[src/common/dbus_config.svh]
`ifndef DBUS_CONFIG_SVH
`define DBUS_CONFIG_SVH

// Bus widths
`define DBUS_ADR_WIDTH 32
`define DBUS_DAT_WIDTH 32
`define DBUS_SEL_WIDTH 4
`define DBUS_NUM_SLAVES 4

// Address decode regions and the Ethernet match on the top address byte
`define DBUS_MATCH_WIDTH 8
`define DBUS_ETH_MATCH 8'h92
`define DBUS_DDR_ADR_WIDTH 28
`define DBUS_RAM_ADR_WIDTH 24

// Stall timer runs one bit wider than this
`define DBUS_WD_WIDTH 6

`endif

[src/common/dbus_pkg.sv]
`include "dbus_config.svh"

package dbus_pkg;

   typedef logic [`DBUS_ADR_WIDTH-1:0] adr_t;
   typedef logic [`DBUS_DAT_WIDTH-1:0] dat_t;
   typedef logic [`DBUS_SEL_WIDTH-1:0] sel_t;

   // 0 DDR, 1 Ethernet, 2 byte bus, 3 ROM/RAM
   typedef logic [`DBUS_NUM_SLAVES-1:0] slave_vec_t;

   typedef logic [`DBUS_WD_WIDTH:0] wd_count_t;

endpackage

[src/arbiter_dbus.sv]
`timescale 1ns/100ps

module arbiter_dbus
   import dbus_pkg::*;
(
   input  logic       wb_clk,
   input  logic       wb_rst,
   // CPU data master
   input  adr_t       wbm0_adr_i,
   input  dat_t       wbm0_dat_i,
   input  sel_t       wbm0_sel_i,
   input  logic       wbm0_we_i,
   input  logic       wbm0_cyc_i,
   input  logic       wbm0_stb_i,
   output dat_t       wbm0_dat_o,
   output logic       wbm0_ack_o,
   output logic       wbm0_err_o,
   output logic       wbm0_rty_o,
   // Debug master
   input  adr_t       wbm1_adr_i,
   input  dat_t       wbm1_dat_i,
   input  sel_t       wbm1_sel_i,
   input  logic       wbm1_we_i,
   input  logic       wbm1_cyc_i,
   input  logic       wbm1_stb_i,
   output dat_t       wbm1_dat_o,
   output logic       wbm1_ack_o,
   output logic       wbm1_err_o,
   output logic       wbm1_rty_o,
   // Shared slave request
   output adr_t       wbs_adr_o,
   output dat_t       wbs_dat_o,
   output sel_t       wbs_sel_o,
   output logic       wbs_we_o,
   output slave_vec_t wbs_cyc_o,
   output slave_vec_t wbs_stb_o,
   // Slave responses
   input  dat_t       wbs0_dat_i,
   input  dat_t       wbs1_dat_i,
   input  dat_t       wbs2_dat_i,
   input  dat_t       wbs3_dat_i,
   input  slave_vec_t wbs_ack_i,
   input  slave_vec_t wbs_err_i,
   input  slave_vec_t wbs_rty_i
);

   adr_t       bus_adr;
   dat_t       bus_dat;
   sel_t       bus_sel;
   logic       bus_we;
   logic       bus_cyc;
   logic       bus_stb;
   dat_t       bus_rdat;
   logic       bus_ack;
   logic       bus_err;
   logic       bus_rty;
   logic       slv_ack;
   slave_vec_t slave_sel;
   logic       wd_err;

   assign wbs_adr_o = bus_adr;
   assign wbs_dat_o = bus_dat;
   assign wbs_sel_o = bus_sel;
   assign wbs_we_o  = bus_we;

   dbus_master_mux dbus_master_mux_inst (
      .wbm0_adr_i (wbm0_adr_i), .wbm0_dat_i (wbm0_dat_i), .wbm0_sel_i (wbm0_sel_i),
      .wbm0_we_i  (wbm0_we_i),  .wbm0_cyc_i (wbm0_cyc_i), .wbm0_stb_i (wbm0_stb_i),
      .wbm1_adr_i (wbm1_adr_i), .wbm1_dat_i (wbm1_dat_i), .wbm1_sel_i (wbm1_sel_i),
      .wbm1_we_i  (wbm1_we_i),  .wbm1_cyc_i (wbm1_cyc_i), .wbm1_stb_i (wbm1_stb_i),
      .bus_adr_o  (bus_adr),    .bus_dat_o  (bus_dat),    .bus_sel_o  (bus_sel),
      .bus_we_o   (bus_we),     .bus_cyc_o  (bus_cyc),    .bus_stb_o  (bus_stb),
      .bus_rdat_i (bus_rdat),   .bus_ack_i  (bus_ack),
      .bus_err_i  (bus_err),    .bus_rty_i  (bus_rty),
      .wbm0_dat_o (wbm0_dat_o), .wbm0_ack_o (wbm0_ack_o),
      .wbm0_err_o (wbm0_err_o), .wbm0_rty_o (wbm0_rty_o),
      .wbm1_dat_o (wbm1_dat_o), .wbm1_ack_o (wbm1_ack_o),
      .wbm1_err_o (wbm1_err_o), .wbm1_rty_o (wbm1_rty_o)
   );

   dbus_slave_decode dbus_slave_decode_inst (
      .wb_clk      (wb_clk),
      .wb_rst      (wb_rst),
      .bus_adr_i   (bus_adr),
      .slave_sel_o (slave_sel)
   );

   dbus_watchdog dbus_watchdog_inst (
      .wb_clk    (wb_clk),
      .wb_rst    (wb_rst),
      .bus_stb_i (bus_stb),
      .slv_ack_i (slv_ack),
      .wd_err_o  (wd_err)
   );

   dbus_slave_router dbus_slave_router_inst (
      .slave_sel_i (slave_sel),  .bus_cyc_i  (bus_cyc),
      .bus_stb_i   (bus_stb),    .wd_err_i   (wd_err),
      .wbs_cyc_o   (wbs_cyc_o),  .wbs_stb_o  (wbs_stb_o),
      .wbs0_dat_i  (wbs0_dat_i), .wbs1_dat_i (wbs1_dat_i),
      .wbs2_dat_i  (wbs2_dat_i), .wbs3_dat_i (wbs3_dat_i),
      .wbs_ack_i   (wbs_ack_i),  .wbs_err_i  (wbs_err_i),
      .wbs_rty_i   (wbs_rty_i),  .bus_rdat_o (bus_rdat),
      .bus_ack_o   (bus_ack),    .bus_err_o  (bus_err),
      .bus_rty_o   (bus_rty),    .slv_ack_o  (slv_ack)
   );

endmodule

[src/dbus_master_mux.sv]
`timescale 1ns/100ps

module dbus_master_mux
   import dbus_pkg::*;
(
   input  adr_t wbm0_adr_i,
   input  dat_t wbm0_dat_i,
   input  sel_t wbm0_sel_i,
   input  logic wbm0_we_i,
   input  logic wbm0_cyc_i,
   input  logic wbm0_stb_i,
   input  adr_t wbm1_adr_i,
   input  dat_t wbm1_dat_i,
   input  sel_t wbm1_sel_i,
   input  logic wbm1_we_i,
   input  logic wbm1_cyc_i,
   input  logic wbm1_stb_i,
   output adr_t bus_adr_o,
   output dat_t bus_dat_o,
   output sel_t bus_sel_o,
   output logic bus_we_o,
   output logic bus_cyc_o,
   output logic bus_stb_o,
   input  dat_t bus_rdat_i,
   input  logic bus_ack_i,
   input  logic bus_err_i,
   input  logic bus_rty_i,
   output dat_t wbm0_dat_o,
   output logic wbm0_ack_o,
   output logic wbm0_err_o,
   output logic wbm0_rty_o,
   output dat_t wbm1_dat_o,
   output logic wbm1_ack_o,
   output logic wbm1_err_o,
   output logic wbm1_rty_o
);

   logic cpu_sel;
   logic dbg_sel;

   // Debug master wins whenever it holds cyc
   assign dbg_sel = wbm1_cyc_i;
   assign cpu_sel = wbm0_cyc_i & ~wbm1_cyc_i;

   assign bus_adr_o = dbg_sel ? wbm1_adr_i : wbm0_adr_i;
   assign bus_dat_o = dbg_sel ? wbm1_dat_i : wbm0_dat_i;
   assign bus_sel_o = dbg_sel ? wbm1_sel_i : wbm0_sel_i;
   assign bus_we_o  = dbg_sel ? wbm1_we_i  : wbm0_we_i;
   assign bus_cyc_o = dbg_sel ? wbm1_cyc_i : wbm0_cyc_i;
   assign bus_stb_o = dbg_sel ? wbm1_stb_i : wbm0_stb_i;

   // Read data fans out to both masters and handshakes to the owner only
   assign wbm0_dat_o = bus_rdat_i;
   assign wbm1_dat_o = bus_rdat_i;
   assign wbm0_ack_o = bus_ack_i & cpu_sel;
   assign wbm0_err_o = bus_err_i & cpu_sel;
   assign wbm0_rty_o = bus_rty_i & cpu_sel;
   assign wbm1_ack_o = bus_ack_i & dbg_sel;
   assign wbm1_err_o = bus_err_i & dbg_sel;
   assign wbm1_rty_o = bus_rty_i & dbg_sel;

endmodule

[src/dbus_slave_decode.sv]
`timescale 1ns/100ps

`include "dbus_config.svh"

module dbus_slave_decode
   import dbus_pkg::*;
(
   input  logic       wb_clk,
   input  logic       wb_rst,
   input  adr_t       bus_adr_i,
   output slave_vec_t slave_sel_o
);

   logic       ram_hit;
   logic       ddr_hit;
   logic       eth_hit;
   slave_vec_t next_sel;

   assign ram_hit = ~|bus_adr_i[`DBUS_ADR_WIDTH-1:`DBUS_RAM_ADR_WIDTH];
   assign ddr_hit = ~|bus_adr_i[`DBUS_ADR_WIDTH-1:`DBUS_DDR_ADR_WIDTH];
   assign eth_hit = bus_adr_i[`DBUS_ADR_WIDTH-1 -: `DBUS_MATCH_WIDTH] == `DBUS_ETH_MATCH;

   // ROM/RAM sits inside the DDR window, so it is checked first
   always_comb begin
      if (ram_hit)
         next_sel = 4'b1000;
      else if (ddr_hit)
         next_sel = 4'b0001;
      else if (eth_hit)
         next_sel = 4'b0010;
      else
         next_sel = 4'b0100;
   end

   // Byte bus is the default slave
   always_ff @(posedge wb_clk) begin
      if (wb_rst)
         slave_sel_o <= 4'b0100;
      else
         slave_sel_o <= next_sel;
   end

endmodule

[src/dbus_slave_router.sv]
`timescale 1ns/100ps

`include "dbus_config.svh"

module dbus_slave_router
   import dbus_pkg::*;
(
   input  slave_vec_t slave_sel_i,
   input  logic       bus_cyc_i,
   input  logic       bus_stb_i,
   input  logic       wd_err_i,
   output slave_vec_t wbs_cyc_o,
   output slave_vec_t wbs_stb_o,
   input  dat_t       wbs0_dat_i,
   input  dat_t       wbs1_dat_i,
   input  dat_t       wbs2_dat_i,
   input  dat_t       wbs3_dat_i,
   input  slave_vec_t wbs_ack_i,
   input  slave_vec_t wbs_err_i,
   input  slave_vec_t wbs_rty_i,
   output dat_t       bus_rdat_o,
   output logic       bus_ack_o,
   output logic       bus_err_o,
   output logic       bus_rty_o,
   output logic       slv_ack_o
);

   // Only the decoded slave sees the cycle
   assign wbs_cyc_o = {`DBUS_NUM_SLAVES{bus_cyc_i}} & slave_sel_i;
   assign wbs_stb_o = {`DBUS_NUM_SLAVES{bus_stb_i}} & slave_sel_i;

   always_comb begin
      case (slave_sel_i)
         4'b0001: bus_rdat_o = wbs0_dat_i;
         4'b0010: bus_rdat_o = wbs1_dat_i;
         4'b1000: bus_rdat_o = wbs3_dat_i;
         default: bus_rdat_o = wbs2_dat_i;
      endcase
   end

   assign slv_ack_o = |(wbs_ack_i & slave_sel_i);

   // A watchdog timeout takes precedence over a late ack
   assign bus_ack_o = slv_ack_o & ~wd_err_i;
   assign bus_err_o = |(wbs_err_i & slave_sel_i) | wd_err_i;
   assign bus_rty_o = |(wbs_rty_i & slave_sel_i);

   ack_err_excl: assert final (!(bus_ack_o && bus_err_o))
      else $error("ack and err returned together");

endmodule

[src/dbus_watchdog.sv]
`timescale 1ns/100ps

`include "dbus_config.svh"

module dbus_watchdog
   import dbus_pkg::*;
(
   input  logic wb_clk,
   input  logic wb_rst,
   input  logic bus_stb_i,
   input  logic slv_ack_i,
   output logic wd_err_o
);

   logic      stb_r;
   logic      stb_edge;
   wd_count_t wd_count;

   assign stb_edge = bus_stb_i & ~stb_r;

   always_ff @(posedge wb_clk) begin
      if (wb_rst) begin
         stb_r    <= 1'b0;
         wd_count <= '0;
         wd_err_o <= 1'b0;
      end else begin
         stb_r    <= bus_stb_i;
         // Fires once as the count wraps to zero
         wd_err_o <= &wd_count;
         if (slv_ack_i)
            wd_count <= '0;
         else if (stb_edge)
            wd_count <= wd_count_t'(1);
         else if (|wd_count)
            wd_count <= wd_count + 1'b1;
      end
   end

   // Strobe held without ack until the count is all ones
   stall_err: assert property (@(posedge wb_clk) disable iff (wb_rst)
      ($rose(bus_stb_i) && !slv_ack_i) ##1
      (bus_stb_i && !slv_ack_i) [*(2**(`DBUS_WD_WIDTH+1) - 2)]
      |-> ##2 wd_err_o)
      else $error("stalled strobe raised no watchdog error");

endmodule

[config.mk]
export PLATFORM = sky130hd
export DESIGN_NAME = arbiter_dbus
export DESIGN_NICKNAME = d
export VERILOG_FILES = /design/src/common/dbus_pkg.sv /design/src/arbiter_dbus.sv /design/src/dbus_master_mux.sv /design/src/dbus_slave_decode.sv /design/src/dbus_slave_router.sv /design/src/dbus_watchdog.sv
export VERILOG_INCLUDE_DIRS = /design/src /design/src/common
export SDC_FILE = /design/constraint.sdc
export NUM_CORES = 1
export LEC_CHECK = 0
export ABC_AREA = 1
export BUFFER_PORTS_ARGS = -buffer_cell sky130_fd_sc_hd__buf_2
export CORE_AREA = 4 4 167 169
export CTS_BUF_LIST = sky130_fd_sc_hd__clkbuf_4 sky130_fd_sc_hd__clkbuf_8
export DETAILED_ROUTE_END_ITERATION = 10
export DIE_AREA = 0 0 171 173
export PLACE_DENSITY = 0.43
export SYNTH_ARGS = -nofsm -noshare
export SYNTH_HDL_FRONTEND = slang
export SYNTH_HIERARCHICAL = 1
export SYNTH_SLANG_ARGS = --single-unit
[constraint.sdc]
create_clock -name wb_clk -period 3.19 [get_ports wb_clk]
set_input_delay 0.638 -clock wb_clk [delete_from_list [all_inputs] [get_ports wb_clk]]
set_output_delay 0.638 -clock wb_clk [all_outputs]
set_load 0.05 [all_outputs]
==> results.toml <==
[cells_and_area]
areaGrowthSynthToFinish_pct = 55.5
final_common_cell = "buf_2"
nets = 1343
drive_gt1_share_pct = 43.9
final_cell_mix = "buf_2 (428), nand2_1 (316), nor2_1 (82), nand3_1 (70), inv_1 (63)"
fin_util_pct = 21.1

[sta]
fin_tns_setup_ns = 0
finalCriticalPeriod_ns = 2.81
finalCritPeriodShare_pct = 88.0
grt_setup_unrepaired = "false"
worst_slew_pin_slew_ns = 0.604
setup_viol = 0
finClkSkew_ns = 0.00602
maxSlewViolCount = 0
slew_headroom_pct = 59.6
finalHoldViolations = 0
max_freq_ghz = 0.356

[worst_setup_path]
path_class = "flop to primary output"
cp_max_fo = 31
rr_worst_depth = 7
required_ns = 2.55
regToRegStartpoint = "dbus_slave_decode_inst/slave_sel_o[2]$_SDFF_PP1_"
r2r_end = "dbus_watchdog_inst/wd_count[4]$_SDFFE_PP0P_"
endpoint_kind = "primary output"
cp.arrival_ns = 2.17
ff2ff_setup_slack_ns = 1.76
start_kind = "flop"

[clocking]
cts.sinks = 13
cts_tree = "done"
htree_levels = 1
cts-resized-gates = 0
hold_buffers = 0
clockBufferDepth = 2
cts_buffers = 3
clk_pin_slew_ns = 0.06
postCtsSetupRepairBufs = 0
clk_latency_ns = 0.24
root_buffer = "clkbuf_8"

[grt]
grt_max_degree = 71
grt.total_usage_pct = 12.3
antenna_found_initial = 6
globalRouteOverflowTotal = 0
grt_pass1_vias = 5204
grt_pass1_wl_um = 28600

[synthesis]
synth_area_um2 = 3610
synth_cell_types = 22
synth-seq-cells = 13
ys_seq_area_share_pct = 7.21
synth_nets = 1002
ys_top_cells_by_area = "nand2_1 (33%), buf_4 (15%), nand3_1 (9.7%), nor2_1 (8.5%), dfxtp_1 (7.2%)"
synth_area_per_cell_um2 = 5.04
yosysWarningCount = 6
synth_top_area_share_pct = 32.9
yosys.area.top_type = "nand2_1"
syn-instance-count = 716

[hold_path]
holdPathEnd = "dbus_watchdog_inst/wd_err_o$_SDFF_PP0_"
hold_depth = 2
hold_class = "flop to flop"
worst_hold_startpoint = "dbus_watchdog_inst/wd_count[6]$_SDFFE_PP0P_"

[power_and_ir_drop]
max-vdd-ir-drop_uv = 82.0
power.density_nw_per_um2 = 226
cellLeakagePower_nw = 3.71

[flow_run]
max_cap_violations = 0

[floorplanning]
die_h_um = 173
fp.coreArea_um2 = 26600
row_count = 60
fp.dieArea_um2 = 29600
start_util_pct = 13.6
die_w_um = 171
io_pins = 431

[place]
place_congestion = 0.796
dp_hpwl_um = 17700
numPortBuffers = 430

[route]
vias = 5483
drc_errors = 0
wl_per_cell_um = 14.5
vias_per_cell = 3.92
drt-total-wl_um = 20300
ant_nets = 0
drt_iter0_markers = 175
first_pass_iters = 6

[status]
outcome = "completed"
==> synthesized netlist by cell type <==
library cell and n:
nand2_2 4, inv_2 4, xnor2_1 2, buf_4 70, a21oi_1 3, nand4_1 37
nor2_2 1, buf_2 22, dfxtp_1 13, nor2_8 2, nand3_1 70, nand2_1 316
nor2_4 3, nor2b_1 1, inv_1 63, xor2_1 1, nor2_1 82, buf_6 15
or2_2 2, nor3b_1 2, nor3_2 1, ha_1 2
==> sequential cells by signal, indices dropped and copies added (netlist names) <==
signal	flops
dbus_watchdog_inst/wd_count	7
dbus_slave_decode_inst/slave_sel_o	4
dbus_watchdog_inst/stb_r	1
dbus_watchdog_inst/wd_err_o	1
==> area by class of cell <==
type	instances	area, um^2
flip-flops and latches	13	260
clock inverters	1	5.00
diodes	2	5.00
clock buffers	3	41.3
multi-input cells	529	2290
fillers	3190	21000
inverters	67	251
well taps	341	427
repair buffers	443	2330
==> worst max-delay path by stage <==
stage                                                           from            end  slack, ns  cells after the start
floorplan                                               wbs_ack_i[0]     wbm0_ack_o       0.91                      6
global placement    dbus_slave_decode_inst/slave_sel_o[3]$_SDFF_PP0_  wbm1_dat_o[8]       0.58                      8
detailed placement  dbus_slave_decode_inst/slave_sel_o[3]$_SDFF_PP0_  wbm0_dat_o[8]       0.56                      8
CTS                 dbus_slave_decode_inst/slave_sel_o[3]$_SDFF_PP0_  wbm0_dat_o[8]       0.29                      8
global route        dbus_slave_decode_inst/slave_sel_o[3]$_SDFF_PP0_  wbm0_dat_o[4]       0.22                      8
finish              dbus_slave_decode_inst/slave_sel_o[3]$_SDFF_PP0_  wbm1_dat_o[8]       0.38                      8
==> kinds of logic after synthesis <==
group	after synthesis	synth area share, %
and+or+nand+nor	521	61.7
buffers and inverters	174	29.3
DFF	13	7.21
AOI/OAI and AO/OA	3	0.416
xor gates and xnor gates	3	0.729
adders and majority gates	2	0.694
==> stage by stage <==
| step | std cells | instance area, um^2 | setup slack, ns | power (mW) | hold slack (ns) |
|---|---|---|---|---|---|
| floorplan | 716 | 3610 | 0.912 | 0.854 | 0.469 |
| global placement | 1393 | 5560 | 0.575 | 1.13 | 0.496 |
| detailed placement | 1393 | 5560 | 0.557 | 1.14 | 0.504 |
| CTS | 1397 | 5610 | 0.294 | 1.29 | 0.515 |
| global route | 1398 | 5610 | 0.220 | 1.35 | 0.537 |
| finish | 1399 | 5610 | 0.384 | 1.27 | 0.516 |
==> critical path, cell delays in order, from the launching register on <==
cell	delay [ns]
dfxtp_1	0.64
inv_2	0.09
nor2_4	0.11
nand2_2	0.26
buf_12	0.27
nor2_1	0.11
nor2_1	0.05
nand2_1	0.11
buf_2	0.28
==> layer usage <==
metal,wire (um),GRT usage [%],vias up
li1,-,-,2815
met1,7430,12.9,2343
met2,10700,24.5,299
met3,1870,2.86,22
met4,287,2.31,4
met5,26,0,-
==> power by group <==
group	total [mW]	internal (mW)	switching [mW]
registers	0.170	0.165	0.00520
clock network	0.143	0.0860	0.0574
logic	0.951	0.273	0.679
total	1.27	0.524	0.741
(Power assumes the default switching activity.)
